--- config.mk ---
export PLATFORM = sky130hd
export DESIGN_NAME = permutationPipeline
export DESIGN_NICKNAME = d
export VERILOG_FILES = /design/src/permPkg.sv /design/src/permutationPipeline.sv /design/src/batchController.sv /design/src/pcoeffAccumulator.sv /design/src/variableSwapper.sv /design/src/batchCounter.sv /design/src/delayLine.sv
export VERILOG_INCLUDE_DIRS = /design/src
export SDC_FILE = /design/constraint.sdc
export NUM_CORES = 1
export LEC_CHECK = 0
export ABC_CLOCK_PERIOD_IN_PS = 4400
export BUFFER_PORTS_ARGS = -buffer_cell sky130_fd_sc_hd__buf_4
export CAP_MARGIN = 40
export CORE_MARGIN = 8
export CORE_UTILIZATION = 53
export DETAILED_ROUTE_END_ITERATION = 6
export PLACE_DENSITY = 0.77
export SLEW_MARGIN = 5
export SYNTH_ARGS = -nofsm -noshare
export SYNTH_HDL_FRONTEND = slang
export SYNTH_HIERARCHICAL = 1
export SYNTH_SLANG_ARGS = --single-unit
export TNS_END_PERCENT = 10
--- constraint.sdc ---
create_clock -name clk -period 4.4 [get_ports clk]
set_input_delay 0 -clock clk [delete_from_list [all_inputs] [get_ports clk]]
set_output_delay 0 -clock clk [all_outputs]
set_load 0.05 [all_outputs]
--- src/permPipe_defs.svh ---
`ifndef PERM_PIPE_DEFS_SVH
`define PERM_PIPE_DEFS_SVH

// Truth table of a 4-variable function
`define BOT_WIDTH 16

// Permutations of x1..x3 with x0 fixed
`define PERM_COUNT 6

// Register stages in variableSwapper
`define SWAP_LATENCY 1

// Register stages in pcoeffAccumulator
`define ACCUM_LATENCY 1

`endif
--- src/permPkg.sv ---
`include "permPipe_defs.svh"

package permPkg;

    // Used for both bots and tops
    typedef logic [`BOT_WIDTH-1:0] botT;

    // Index into the permutation list, 0..PERM_COUNT-1
    typedef logic [$clog2(`PERM_COUNT)-1:0] permIndexT;

    // Max is 6 permutations times 16 entries
    typedef logic [7:0] pcoeffSumT;

    // Max is 6
    typedef logic [2:0] pcoeffCountT;

    // Batch controller states
    typedef enum logic [2:0] {
        Idle,
        InAck,
        Run,
        Drain,
        OutReq,
        OutWait
    } ctrlStateT;

endpackage

--- src/permutationPipeline.sv ---
`timescale 1ns/100ps

`include "permPipe_defs.svh"

module permutationPipeline
    import permPkg::*;
(
    input  logic        clk,
    input  logic        reset,
    input  botT         bot,
    input  botT         top,
    input  logic        botReq,
    output logic        botAck,
    output logic        resultReq,
    input  logic        resultAck,
    output pcoeffSumT   pcoeffSum,
    output pcoeffCountT pcoeffCount
);

    botT       heldBot;
    botT       heldTop;
    logic      start;
    logic      clear;
    permIndexT permIndex;
    logic      permValid;
    logic      lastPerm;
    botT       permutedBot;
    logic      permutedValid;
    logic      batchEnd;
    logic      batchDone;

    batchController controller_i (
        .clk(clk),
        .reset(reset),
        .botReq(botReq),
        .botAck(botAck),
        .bot(bot),
        .top(top),
        .heldBot(heldBot),
        .heldTop(heldTop),
        .start(start),
        .clear(clear),
        .batchDone(batchDone),
        .resultReq(resultReq),
        .resultAck(resultAck)
    );

    batchCounter counter_i (
        .clk(clk),
        .reset(reset),
        .start(start),
        .permIndex(permIndex),
        .permValid(permValid),
        .lastPerm(lastPerm)
    );

    variableSwapper swapper_i (
        .clk(clk),
        .reset(reset),
        .bot(heldBot),
        .permIndex(permIndex),
        .permValid(permValid),
        .permutedBot(permutedBot),
        .permutedValid(permutedValid)
    );

    // Last flag follows the swapper stages
    delayLine #(.T(logic), .stages(`SWAP_LATENCY)) lastPermDelay_i (
        .clk(clk),
        .reset(reset),
        .dataIn(lastPerm),
        .dataOut(batchEnd)
    );

    pcoeffAccumulator accumulator_i (
        .clk(clk),
        .reset(reset),
        .clear(clear),
        .top(heldTop),
        .permutedBot(permutedBot),
        .permutedValid(permutedValid),
        .batchEnd(batchEnd),
        .pcoeffSum(pcoeffSum),
        .pcoeffCount(pcoeffCount),
        .batchDone(batchDone)
    );

endmodule

--- src/batchController.sv ---
`timescale 1ns/100ps

module batchController
    import permPkg::*;
(
    input  logic clk,
    input  logic reset,
    input  logic botReq,
    output logic botAck,
    input  botT  bot,
    input  botT  top,
    output botT  heldBot,
    output botT  heldTop,
    output logic start,
    output logic clear,
    input  logic batchDone,
    output logic resultReq,
    input  logic resultAck
);

    ctrlStateT state;

    always_ff @(posedge clk) begin
        if (reset) begin
            state     <= Idle;
            botAck    <= 1'b0;
            resultReq <= 1'b0;
            start     <= 1'b0;
            clear     <= 1'b0;
        end else begin
            // Single-cycle pulses
            start <= 1'b0;
            clear <= 1'b0;
            case (state)
                Idle: begin
                    if (botReq) begin
                        botAck <= 1'b1;
                        start  <= 1'b1;
                        clear  <= 1'b1;
                        state  <= InAck;
                    end
                end
                InAck: begin
                    // Batch is already running here
                    if (!botReq) begin
                        botAck <= 1'b0;
                        if (batchDone) begin
                            resultReq <= 1'b1;
                            state     <= OutReq;
                        end else begin
                            state <= Run;
                        end
                    end else if (batchDone) begin
                        state <= Drain;
                    end
                end
                Drain: begin
                    // Result ready, input side still holding its request
                    if (!botReq) begin
                        botAck    <= 1'b0;
                        resultReq <= 1'b1;
                        state     <= OutReq;
                    end
                end
                Run: begin
                    if (batchDone) begin
                        resultReq <= 1'b1;
                        state     <= OutReq;
                    end
                end
                OutReq: begin
                    if (resultAck) begin
                        resultReq <= 1'b0;
                        state     <= OutWait;
                    end
                end
                OutWait: begin
                    if (!resultAck) begin
                        state <= Idle;
                    end
                end
                default: begin
                    state <= Idle;
                end
            endcase
        end
    end

    // Operands held for the whole batch
    always_ff @(posedge clk) begin
        if (state == Idle && botReq) begin
            heldBot <= bot;
            heldTop <= top;
        end
    end

    // Drain is only ever entered on batchDone
    reqAfterDone: assert property (@(posedge clk) disable iff (reset)
        $rose(resultReq) |-> ($past(batchDone) || $past(state == Drain)));

    noAckInRun: assert property (@(posedge clk) disable iff (reset)
        (state == Run) |-> !botAck);

endmodule

--- src/pcoeffAccumulator.sv ---
`timescale 1ns/100ps

`include "permPipe_defs.svh"

module pcoeffAccumulator
    import permPkg::*;
(
    input  logic        clk,
    input  logic        reset,
    input  logic        clear,
    input  botT         top,
    input  botT         permutedBot,
    input  logic        permutedValid,
    input  logic        batchEnd,
    output pcoeffSumT   pcoeffSum,
    output pcoeffCountT pcoeffCount,
    output logic        batchDone
);

    logic      isSubset;
    pcoeffSumT gap;

    // Valid when no 1-entry of the permuted bot lies outside top
    assign isSubset = (permutedBot & ~top) == '0;

    // Entries of top missing from the permuted bot
    assign gap = pcoeffSumT'($countones(top & ~permutedBot));

    always_ff @(posedge clk) begin
        if (reset || clear) begin
            pcoeffSum   <= '0;
            pcoeffCount <= '0;
        end else if (permutedValid && isSubset) begin
            pcoeffSum   <= pcoeffSum + gap;
            pcoeffCount <= pcoeffCount + 1'b1;
        end
    end

    // Pulses with the final update of the batch
    always_ff @(posedge clk) begin
        if (reset) begin
            batchDone <= 1'b0;
        end else begin
            batchDone <= permutedValid && batchEnd;
        end
    end

    countInRange: assert property (@(posedge clk) disable iff (reset)
        pcoeffCount <= pcoeffCountT'(`PERM_COUNT));

    // The delayed last flag has to line up with the swapper output
    batchEndAligned: assert property (@(posedge clk) disable iff (reset)
        batchEnd |-> permutedValid);

endmodule

--- src/variableSwapper.sv ---
`timescale 1ns/100ps

`include "permPipe_defs.svh"

module variableSwapper
    import permPkg::*;
(
    input  logic      clk,
    input  logic      reset,
    input  botT       bot,
    input  permIndexT permIndex,
    input  logic      permValid,
    output botT       permutedBot,
    output logic      permutedValid
);

    // Entry i of the result is f(x0, x_s1, x_s2, x_s3) at the inputs coded by i
    function automatic botT permuteBot(botT b, permIndexT k);
        logic [1:0] s1;
        logic [1:0] s2;
        logic [1:0] s3;
        logic [3:0] entry;
        logic [3:0] source;
        botT result;
        case (k)
            3'd1:    {s1, s2, s3} = {2'd1, 2'd3, 2'd2};
            3'd2:    {s1, s2, s3} = {2'd2, 2'd1, 2'd3};
            3'd3:    {s1, s2, s3} = {2'd2, 2'd3, 2'd1};
            3'd4:    {s1, s2, s3} = {2'd3, 2'd1, 2'd2};
            3'd5:    {s1, s2, s3} = {2'd3, 2'd2, 2'd1};
            default: {s1, s2, s3} = {2'd1, 2'd2, 2'd3};
        endcase
        for (int i = 0; i < `BOT_WIDTH; i++) begin
            entry = 4'(i);
            // x0 stays in bit 0
            source = {entry[s3], entry[s2], entry[s1], entry[0]};
            result[i] = b[source];
        end
        return result;
    endfunction

    always_ff @(posedge clk) begin
        if (reset) begin
            permutedValid <= 1'b0;
        end else begin
            permutedValid <= permValid;
        end
    end

    always_ff @(posedge clk) begin
        permutedBot <= permuteBot(bot, permIndex);
    end

endmodule

--- src/batchCounter.sv ---
`timescale 1ns/100ps

`include "permPipe_defs.svh"

module batchCounter
    import permPkg::*;
(
    input  logic      clk,
    input  logic      reset,
    input  logic      start,
    output permIndexT permIndex,
    output logic      permValid,
    output logic      lastPerm
);

    localparam permIndexT finalIndex = permIndexT'(`PERM_COUNT - 1);

    always_ff @(posedge clk) begin
        if (reset) begin
            permIndex <= '0;
            permValid <= 1'b0;
        end else if (start) begin
            permIndex <= '0;
            permValid <= 1'b1;
        end else if (permValid) begin
            // Stop after the final index, hold the index at rest
            if (permIndex == finalIndex) begin
                permValid <= 1'b0;
                permIndex <= '0;
            end else begin
                permIndex <= permIndex + 1'b1;
            end
        end
    end

    assign lastPerm = permValid && (permIndex == finalIndex);

    // Controller only restarts once the previous batch has been issued
    startWhileIdle: assert property (@(posedge clk) disable iff (reset) start |-> !permValid);

endmodule

--- src/delayLine.sv ---
`timescale 1ns/100ps

module delayLine #(
    parameter type T = logic,
    parameter int stages = 1
) (
    input  logic clk,
    input  logic reset,
    input  T     dataIn,
    output T     dataOut
);

    // Stage 0 takes the input, last stage drives the output
    T pipe [stages];

    always_ff @(posedge clk) begin
        if (reset) begin
            for (int i = 0; i < stages; i++) begin
                pipe[i] <= '0;
            end
        end else begin
            pipe[0] <= dataIn;
            for (int i = 1; i < stages; i++) begin
                pipe[i] <= pipe[i-1];
            end
        end
    end

    assign dataOut = pipe[stages-1];

endmodule

==> summary.md, run 1 <==
| Metric | Value |
|---|---|
| GRT Util Overall | between 10% and 20% |
| Avg WL per Cell | 15.9 um |
| Layout cell share with drive strength beyond 1 | about a quarter |
| Clk sinks | 72 |
| Startpoint Class | flop |
| GRT Max-Usage Layer | met2 |
| CP Data Arrival Time | between 5 and 6 ns |
| Post-Synth XOR/XNOR Area | 1.10% |
| CTS clock-pin slew for the worst setup and hold paths | 0.08 ns |
| Initial core utilization | between 50% and 60% |
| Post-Synth Adder-Cell Area | 13.2% |
| Seq/Total Area, Yosys | ~44% |
| Gr ovfl total | 0 |
| Outcome | complete, but fails checks |
| Final core occ | 69.3% |
| CP Data Required Time | 4.64 ns |
| Compound-Gate Fraction of Synth Area | 11.1% |
| DRT iter0 DRCs | 141 |
| FMAX | approximately 210 MHz |
| Area grow syn2layout | 26.1% |
| First-pass GRT wire length | 14.3 mm |
| FF+latch count, synth | 72 |
| Share of power burned in registers | 45.1% |
| Syn Nets | 424 |
| Mux share of post-synthesis cell area | 11.0% |
| Commonest non-fill, non-tap cell in the layout | buf_4 |
| Flop2flop setup slack | -0.38 ns |
| Max Slew Vio Count | 0 |
| Main area contributors after synthesis | edfxtp_1 (24%), dfxtp_1 (20%), ha_1 (8.2%) |
| Syn Area/Cell | 11.3 um^2 |
| Critical path endpoint category | flop |
| Clk buf depth | 2 |
| Failing checks | negative setup slack |
| Vias per cell | about 5.4 |
| CP Class | reg -> reg |
| Core area | 7250 um^2 |
| Post-Synthesis Cells | 352 |
| Hold path cells | 2 |
| RD Place Congestion | 0.906 |
| Post-route cell area | approximately 5000 um^2 |
| Rel. slew slack | 61.3% |
| Final net count | 511 |
| Met3 GRT Util | approximately 4.3% |
| Antenna Cells | 0 |
| Clk Latency, worst-skew pair | ~0.35 ns |
| Register-to-Register Path Depth | 18 |
| Filler cells | about 570 |
| DPL Wire Length | 6.20 mm |
| Max Cap Viol | 0 |
| Yosys top cell area share | about a quarter |
| Switching Fraction | 28.3% |
| Met1 Use GR | 20.1% |
| Clock root cell | clkbuf_8 |
| RSZ-0062 raised after global routing | yes |
| Peak supply drop | 0.000225 V |
| Clock network power share | between 30% and 40% |
| EDFF count, synth | 32 |
| Port Buffer Count | between 40 and 50 |
| Vert. Die Dim | 103 um |
| Placement Cell Area | 4460 um^2 |
| # IOs | 49 |
| Yosys warning count | 6 |
| Largest net degree at the start of global routing | 33 |
| Hold Path Class | in -> reg |
| Synthesized area | 3990 um^2 |
| Fin crit share | 109% |
| Die W | 103 um |
| Routed WL | 8.61 mm |
| Crit-path max FO | 2 |
| Number of global-route vias before repair | 2989 |
| Largest family of logic cells by synthesized area | simple AND/OR/NAND/NOR gates |
| PwrDens | 344 nW/um^2 |
| Routed via count | 2916 |
| Int Pwr | ~1.2 mW |
| DR pass1 iterations | 5 |
| Netlist cell types | 61 |
| DR DRC count | 0 |
| HP Start | bot[7] |
| Tmin final | 4.78 ns |
| CTS Buf Count | 9 |
| Initial antenna violation count | 0 |
| Slew @ Worst Pin | 0.579 ns |
| Met2 usage | 31.6% |
| Capturing point of the worst reg2reg path | accumulator_i/pcoeffSum[6]$_SDFFE_PP0P_ |
| Worst setup slack after layout | -0.382 ns |
| Die area | 10600 um^2 |
| Logic pwr share | 24.7% |
| Asr flop ratio synth | 0% |
| WHS Endpoint | controller_i/heldBot[7]$_DFFE_PP_ |
| Final hold vios | 0 |
| Most frequent cells in the layout | buf_4 (53), dfxtp_1 (40), dlygate4sd3_1 (35) |
| Post-Synth Simple-Gate Area | 15.0% |
| P_leak | 2.08 nW |
| Area leader, netlist | edfxtp_1 |
| RR Startpoint | controller_i/heldTop[3]$_DFFE_PP_ |
| Dominant synthesized flop cell | dfxtp_1 |
| Setup Viol. Count Final | 5 |
| # H-tree levels | 3 |
| Clk_skew | 0.00985 ns |
| Post-CTS setup buffer count | 0 |
| Post-route ant nets | 0 |
| TritonCTS clock tree | yes |
| Switching Power | 0.489 mW |
| Num rows | 31 |
worst max-delay path by stage:
stage,from,to,slack (ns)
6_report,controller_i/heldTop[3]$_DFFE_PP_,accumulator_i/pcoeffSum[6]$_SDFFE_PP0P_,-0.38
5_1_grt,controller_i/heldTop[3]$_DFFE_PP_,accumulator_i/pcoeffSum[6]$_SDFFE_PP0P_,-0.55
4_1_cts,controller_i/heldTop[3]$_DFFE_PP_,accumulator_i/pcoeffSum[6]$_SDFFE_PP0P_,-0.38
3_5_place_dp,controller_i/heldTop[3]$_DFFE_PP_,accumulator_i/pcoeffSum[6]$_SDFFE_PP0P_,-0.35
3_3_place_gp,controller_i/heldTop[1]$_DFFE_PP_,accumulator_i/pcoeffSum[6]$_SDFFE_PP0P_,-0.25
2_1_floorplan,controller_i/heldTop[3]$_DFFE_PP_,accumulator_i/pcoeffSum[6]$_SDFFE_PP0P_,-0.19
synthesized netlist by cell type (all sizes together), types with 3 or more instances:
cell,instances
dfxtp,40
or3,4
buf,10
fa,10
inv,26
nor2,23
nand2b,8
and2b,5
a211oi,4
nor3,10
edfxtp,32
o22ai,9
or2,3
ha,26
nand2,14
o21a,5
xnor2,4
mux2,16
o21ai,13
mux4,4
nor2b,20
mux2i,17
a21oi,17
metrics by stage:
step | power, mW | TNS, ns | setup slack [ns] | hold slack (ns) | std cells
after CTS | 1.74 | -0.969 | -0.383 | 0.341 | 543
after global placement | 1.17 | -0.595 | -0.247 | 0.178 | 492
after detailed placement | 1.19 | -1.05 | -0.350 | 0.179 | 492
after floorplan | 1.05 | -0.357 | -0.193 | 0.0643 | 352
final | 1.73 | -1.00 | -0.382 | 0.353 | 543
after global routing | 1.83 | -2.00 | -0.553 | 0.337 | 543
flip-flops by register name (all words and copies together), names as in the netlist, 3 cells and up:
signal / count
accumulator_i/pcoeffCount: 3
accumulator_i/pcoeffSum: 8
controller_i/heldBot: 16
controller_i/heldTop: 16
controller_i/state: 3
counter_i/permIndex: 3
swapper_i/permutedBot: 16
power by group through the flow:
stage	Clock, mW	Combinational [mW]	Sequential, mW
6_report	0.522	0.427	0.779
3_5_place_dp	0	0.392	0.794
5_1_grt	0.560	0.484	0.785
4_1_cts	0.534	0.425	0.779
3_3_place_gp	0	0.379	0.791
2_1_floorplan	0	0.267	0.783
worst max-delay path, stage by stage (launching register included):
cell and delay [ns]:
edfxtp_1 0.39, nor2b_4 0.15, fa_1 0.47, ha_1 0.28
inv_1 0.05, fa_1 0.49, fa_1 0.43, fa_1 0.51
inv_2 0.04, fa_1 0.47, ha_2 0.20, inv_2 0.06
fa_2 0.20, nor2b_2 0.05, o31a_1 0.25, o21a_1 0.17
or3_1 0.31, nand3_1 0.09, a21oi_1 0.06
final cells by class:
cell class	instances	area (um^2)	share of cell area (%)
Clock inverter	4	25.0	0.498
Clock buffer	12	176	3.51
Sequential cell	72	1760	35.1
Inverter	26	97.6	1.94
Multi-Input combinational cell	242	2090	41.6
Tap cell	99	124	2.46
Timing Repair Buffer	88	748	14.9
routing by layer:
layer	wire, um	up-vias
met5	0	-
met2	4420	87
li1	-	1442
met1	3530	1368
met3	447	19
met4	212	0
cell families after synthesis:
| logic type | count (synthesis) |
|---|---|
| AOI/OAI and AO/OA | 65 |
| xor gates and xnor gates | 5 |
| adders and majority gates | 36 |
| buffers and inverters | 38 |
| DFF | 72 |
| muxes | 37 |
| and+or+nand+nor | 99 |
repair_timing:
action | CTS | global route
pin swaps | 4 | 0
endpoints found under the setup margin | 5 | 6
gates cloned | 0 | 0
gates resized for setup | 2 | 1
endpoints found under the hold margin | 43 | 0
hold buffers | 35 | 0
No activity file was read; power rests on OpenSTA's default activity.
==> inputs of run 2 (changes only) <==
--- a/config.mk
+++ b/config.mk
@@ -10,9 +10,8 @@
 export BUFFER_PORTS_ARGS = -buffer_cell sky130_fd_sc_hd__buf_4
 export CAP_MARGIN = 40
 export CORE_MARGIN = 8
-export CORE_UTILIZATION = 53
+export CORE_UTILIZATION = 40
 export DETAILED_ROUTE_END_ITERATION = 6
-export PLACE_DENSITY = 0.77
 export SLEW_MARGIN = 5
 export SYNTH_ARGS = -nofsm -noshare
 export SYNTH_HDL_FRONTEND = slang
==> summary.md, run 2 (synthesis gave the netlist of run 1 again) <==
| Metric | Value |
|---|---|
| Rel. slew slack | 60.2% (-1.1 points) |
| Placement Cell Area | 4500 um^2 (+0.95%) |
| Top flop regs | controller_i/heldBot: 16 flops, controller_i/heldTop: 16 flops, swapper_i/permutedBot: 16 flops |
| Failing checks | negative setup slack |
| Gr ovfl total | 0 (unchanged) |
| Clk_skew | 0.00700 ns (-0.00284 ns) |
| CP Data Arrival Time | 4.99 ns (-0.03 ns) |
| # IOs | 49 (unchanged) |
| Area grow syn2layout | 27.5% |
| TritonCTS clock tree | yes |
| First-pass GRT wire length | 14.4 mm (+0.48%) |
| Max Slew Vio Count | 0 (unchanged) |
| Die W | 116 um (+13%) |
| Peak supply drop | 0.000163 V (-28%) |
| Hold Path Class | in -> reg |
| Worst hold slack | 0.359 ns (+0.00587 ns) |
| CP Class | reg -> reg |
| Setup Viol. Count Final | 5 (unchanged) |
| RD Place Congestion | 0.838 (-7.5%) |
| Slew @ Worst Pin | 0.596 ns (+0.0165 ns) |
| Fin crit share | 108% (-0.66 points) |
| Die area | 13400 um^2 (+27%) |
| CP Data Required Time | 4.63 ns (about the same) |
| Core area | 9730 um^2 (+34%) |
| Hold path cells | 2 (unchanged) |
| Post-route ant nets | 0 (unchanged) |
| Clock root cell | clkbuf_8 |
| Post-route cell area | 5080 um^2 (+1.1%) |
| Vias per cell | 4.96 (-7.7%) |
| Most frequent cells in the layout | buf_4 (54), dfxtp_1 (40), dlygate4sd3_1 (35) |
| DR DRC count | 0 (unchanged) |
| Clk sinks | 72 (unchanged) |
| Critical path endpoint category | flop |
| Routed via count | 2866 (-1.7%) |
| Initial antenna violation count | 0 (unchanged) |
| GRT Util Overall | 13.9% (-4.1 points) |
| PwrDens | 346 nW/um^2 (+0.70%) |
| Max Cap Viol | 0 (unchanged) |
| Total power | 1.76 mW (+1.8%) |
| DPL Wire Length | 6.46 mm (+4.3%) |
| Port Buffer Count | 48 (unchanged) |
| P_leak | 2.09 nW (+0.85%) |
| Largest net degree at the start of global routing | 33 (unchanged) |
| Layout cell share with drive strength beyond 1 | 26.3% (-0.059 points) |
| Number of global-route vias before repair | 3014 (+0.84%) |
| Startpoint Class | flop |
| Final net count | 512 (+0.20%) |
| Commonest non-fill, non-tap cell in the layout | buf_4 |
| FMAX | 210 MHz (+0.61%) |
| Tmin final | 4.75 ns (-0.0290 ns) |
| Initial core utilization | 41.0% (-14 points) |
| Filler cells | 864 (+53%) |
| Outcome | complete, but fails checks |
| Flop2flop setup slack | -0.35 ns (+0.03 ns) |
| Avg WL per Cell | 15.2 um (-4.4%) |
| Clk buf depth | 2 (unchanged) |
| CTS clock-pin slew for the worst setup and hold paths | 0.08 ns (about the same) |
| Final hold vios | 0 (unchanged) |
| Crit-path max FO | 2 (unchanged) |
| Register-to-Register Path Depth | 18 (unchanged) |
| RSZ-0062 raised after global routing | yes |
| Worst setup slack after layout | -0.353 ns (+0.0290 ns) |
| CTS Buf Count | 9 (unchanged) |
| Num rows | 36 (+16%) |
| Clk Latency, worst-skew pair | 0.35 ns (about the same) |
| DR pass1 iterations | 4 (-1) |
| DRT iter0 DRCs | 108 (-23%) |
| Antenna Cells | 0 (unchanged) |
| Routed WL | 8.76 mm (+1.8%) |
| Vert. Die Dim | 116 um (+13%) |
| # H-tree levels | 3 (unchanged) |
[run 2: cell count changes in the layout (fill, tap and decap cells not counted), sizes merged]
cell	previous run	this run
inv	26	28
buf	53	54
bufinv	0	1
clkbuf	12	11
clkinv	2	1
clkinvlp	2	1
[run 2: worst max-delay path, cell delays in order (launching register included)]
cell	delay (ns)
edfxtp_1	0.41
nor2b_4	0.15
fa_1	0.45
ha_1	0.28
inv_1	0.04
fa_1	0.48
fa_1	0.43
fa_1	0.50
inv_2	0.04
fa_1	0.46
ha_2	0.19
inv_2	0.06
fa_2	0.20
nor2b_2	0.04
o31a_1	0.25
o21a_1	0.17
or3_1	0.30
nand3_1	0.10
a21oi_1	0.07
[run 2: layout make-up]
type	instances	area, um^2	share of cell area [%]
Clock inverter	5	60.1	1.18
Timing Repair Buffer	89	756	14.9
Multi-Input combinational cell	242	2090	41.1
Tap cell	133	166	3.27
Sequential cell	72	1760	34.7
Clock buffer	11	153	3.00
Inverter	26	97.6	1.92
[run 2: worst paths after layout]
| kind | startpoint | endpoint |
|---|---|---|
| worst max-delay path | controller_i/heldTop[1]$_DFFE_PP_ | accumulator_i/pcoeffSum[6]$_SDFFE_PP0P_ |
| worst min-delay path | bot[14] | controller_i/heldBot[14]$_DFFE_PP_ |
| worst max register to register | controller_i/heldTop[1]$_DFFE_PP_ | accumulator_i/pcoeffSum[6]$_SDFFE_PP0P_ |
| worst min register to register | lastPermDelay_i/pipe[0]$_SDFF_PP0_ | accumulator_i/batchDone$_SDFF_PP0_ |
[run 2: metrics by stage]
stage               std cells  utilization [%]  worst slack [ns]  setup TNS (ns)
finish                    578             52.2            -0.353          -0.731
global route              578             52.2            -0.537           -1.80
CTS                       577             52.1            -0.384          -0.948
detailed placement        526             46.3            -0.392           -1.23
global placement          526             46.3            -0.250          -0.624
floorplan                 352                -            -0.193          -0.357
[run 2: power by group]
group	leakage, nW	switching (mW)	internal, mW	total (mW)
combinational	1.35	0.192	0.227	0.419
clock	0.105	0.261	0.300	0.561
sequential	0.635	0.0376	0.743	0.781
[run 2: repair_timing]
item | CTS | global route
buffers inserted | 0 | 1
hold buffers | 35 | 0
setup endpoints to repair | 5 | 7
gates resized for setup | 2 | 2
pin swaps | 4 | 1
endpoints found under the hold margin | 43 | 0
[run 2: layer usage]
layer / global-route usage [%] / part of all wire, % / wire [um] / up-vias
met3: 3.65 / 3.4 / 301 / 14
li1: - / - / - / 1442
met2: 25.1 / 53 / 4610 / 61
met1: 15.1 / 42 / 3720 / 1349
met4: 5.10 / 1.5 / 132 / 0
met5: 0 / 0 / 0 / -
==> inputs of run 3 (changes only) <==
--- a/config.mk
+++ b/config.mk
@@ -6,7 +6,7 @@
 export SDC_FILE = /design/constraint.sdc
 export NUM_CORES = 1
 export LEC_CHECK = 0
-export ABC_CLOCK_PERIOD_IN_PS = 4400
+export ABC_CLOCK_PERIOD_IN_PS = 4960
 export BUFFER_PORTS_ARGS = -buffer_cell sky130_fd_sc_hd__buf_4
 export CAP_MARGIN = 40
 export CORE_MARGIN = 8
==> constraint.sdc (replaced) <==
create_clock -name clk -period 4.96 [get_ports clk]
set_input_delay 0 -clock clk [delete_from_list [all_inputs] [get_ports clk]]
set_output_delay 0 -clock clk [all_outputs]
set_load 0.05 [all_outputs]
==> summary.md, run 3 (synthesis gave the netlist of run 1 again) <==
| Metric | Value |
|---|---|
| # IOs | 49 (unchanged) |
| Most numerous cell on the critical path | fa_1 |
| CP Data Required Time | 5.18 ns (+0.55 ns) |
| Slew @ Worst Pin | 0.592 ns (-0.00389 ns) |
| Routed via count | 2860 (-0.21%) |
| Port Buffer Count | 48 (unchanged) |
| Avg WL per Cell | 14.9 um (-1.7%) |
| Total power | 1.53 mW (-13%) |
| Outcome | complete, no violations |
| Number of global-route vias before repair | 2981 (-1.1%) |
| Int Pwr | 1.12 mW (-12%) |
| Vert. Die Dim | 116 um (unchanged) |
| Switching Power | 0.414 mW (-16%) |
| Final net count | 508 (-0.78%) |
| Hold Path Class | in -> reg |
| Die W | 116 um (unchanged) |
| Worst path max stage delay | 0.51 ns (about the same) |
| Post-CTS setup buffer count | 0 (unchanged) |
| Crit-path max FO | 2 (unchanged) |
| CTS clock-pin slew for the worst setup and hold paths | 0.08 ns (about the same) |
| Die area | 13400 um^2 (unchanged) |
| Vias per cell | 4.98 (+0.49%) |
| Clk sinks | 72 (unchanged) |
| Antenna Cells | 0 (unchanged) |
| Largest net degree at the start of global routing | 33 (unchanged) |
| Layout cell share with drive strength beyond 1 | 24.9% (-1.3 points) |
| Clk Latency, worst-skew pair | 0.34 ns (about the same) |
| # H-tree levels | 3 (unchanged) |
| Gr ovfl total | 0 (unchanged) |
| RSZ-0062 raised after global routing | yes |
| TritonCTS clock tree | yes |
| Initial antenna violation count | 0 (unchanged) |
| Startpoint Class | flop |
| Initial core utilization | 41.0% (unchanged) |
| Commonest non-fill, non-tap cell in the layout | buf_4 |
| Setup Viol. Count Final | 0 (-5) |
| CP max stage cell | fa_1 |
| Core area | 9730 um^2 (unchanged) |
| Share of power burned in registers | 45.2% (+0.8 points) |
| Peak supply drop | 0.000168 V (+2.9%) |
| Max Cap Viol | 0 (unchanged) |
| First-pass GRT wire length | 14.2 mm (-1.2%) |
| DR DRC count | 0 (unchanged) |
| Critical path endpoint category | flop |
| Crit path cell chain | nor2b_4, fa_1, ha_1, inv_1, fa_1, fa_1, fa_1, inv_2, fa_1, ha_2, inv_2, fa_2, nor2b_2, o31a_1, o21a_1, or3_1, nand3_1, a21oi_1 |
| Clock root cell | clkbuf_8 |
| Fin crit share | 96.8% (-11 points) |
| Clk_skew | 0.0118 ns (+0.00476 ns) |
| P_leak | 2.07 nW (-1.3%) |
| Num rows | 36 (unchanged) |
| Clock network power share | 32.6% (+0.8 points) |
| RD Place Congestion | 0.822 (-1.9%) |
| Post-route ant nets | 0 (unchanged) |
| Switching Fraction | 27.1% (-0.80 points) |
| DR pass1 iterations | 4 (unchanged) |
| Most frequent cells in the layout | buf_4 (50), dfxtp_1 (40), dlygate4sd3_1 (35) |
| GRT Util Overall | 13.5% (-0.33 points) |
| PwrDens | 304 nW/um^2 (-12%) |
| Clk buf depth | 2 (unchanged) |
| CP Data Arrival Time | 5.02 ns (+0.03 ns) |
| Final hold vios | 0 (unchanged) |
| Logic pwr share | 22.2% (-1.6 points) |
| FMAX | 208 MHz (-0.98%) |
| DPL Wire Length | 6.25 mm (-3.3%) |
| CTS Buf Count | 9 (unchanged) |
| Area grow syn2layout | 26.3% |
| DRT iter0 DRCs | 134 (+24%) |
| Top flop regs | controller_i/heldBot: 16 flops, controller_i/heldTop: 16 flops, swapper_i/permutedBot: 16 flops |
| Tmin final | 4.80 ns (+0.0469 ns) |
| Max Slew Vio Count | 0 (unchanged) |
| CP Class | reg -> reg |
| Routed WL | 8.55 mm (-2.4%) |
| Sum Neg Setup Slack | 0 ns (+0.731 ns) |
| Rel. slew slack | 60.5% (+0.26 points) |
## run 3: power by group through the flow
stage	logic [mW]	clock network, mW	registers [mW]
floorplan	0.234	0	0.694
global placement	0.306	0	0.704
detailed placement	0.316	0	0.705
CTS	0.336	0.515	0.691
global route	0.389	0.539	0.698
finish	0.340	0.499	0.692
## run 3: area by class of cell
| cell class | count | area [um^2] |
|---|---|---|
| Fill cell | 865 | 4690 |
| Multi-Input combinational cell | 242 | 2070 |
| Sequential cell | 72 | 1760 |
| Timing Repair Buffer | 85 | 726 |
| Tap cell | 133 | 166 |
| Clock buffer | 10 | 128 |
| Inverter | 26 | 97.6 |
| Clock inverter | 6 | 82.6 |
## run 3: timing repair
| action | in CTS | in global routing |
|---|---|---|
| pin swaps | 1 | 6 |
| hold buffers | 35 | 0 |
| gates resized for setup | 0 | 7 |
| endpoints found under the hold margin | 43 | 0 |
| gates cloned | 0 | 0 |
| setup endpoints to repair | 1 | 3 |
## run 3: path summary, 6_finish.rpt
kind	depth (start not counted)	slack [ns]	to	start
max	18	0.16	accumulator_i/pcoeffSum[6]$_SDFFE_PP0P_	controller_i/heldTop[0]$_DFFE_PP_
min	2	0.36	controller_i/heldTop[8]$_DFFE_PP_	top[8]
max reg2reg	18	0.16	accumulator_i/pcoeffSum[6]$_SDFFE_PP0P_	controller_i/heldTop[0]$_DFFE_PP_
min reg2reg	2	0.43	accumulator_i/batchDone$_SDFF_PP0_	lastPermDelay_i/pipe[0]$_SDFF_PP0_
## run 3: per-stage QoR
stage	cell area, um^2	utilization [%]	setup WS [ns]	instances	hold WS, ns
global route	5030	51.7	-0.000231	574	0.348
global placement	4460	45.8	0.0856	523	0.178
detailed placement	4460	45.8	-0.0142	523	0.179
CTS	5020	51.6	0.00756	574	0.352
finish	5030	51.7	0.160	574	0.361
floorplan	3990	-	0.149	352	0.0643
## run 3: critical path: cells and delay by family (launching register included)
kind	cells	cell delay [ns]
AO/OA/AOI/OAI	3	0.49
AND/OR/NAND/NOR	4	0.58
buffers and inverters	3	0.14
adder cells (fa/ha/maj)	8	3.07
flip-flops	1	0.39
## run 3: routing by layer
metal | GRT usage, % | up-vias | part of all wire, %
li1 | - | 1434 | -
met3 | 3.44 | 13 | 4.5
met4 | 5.19 | 0 | 1.8
met1 | 15.6 | 1353 | 44
met2 | 23.5 | 60 | 50
met5 | 0 | - | 0
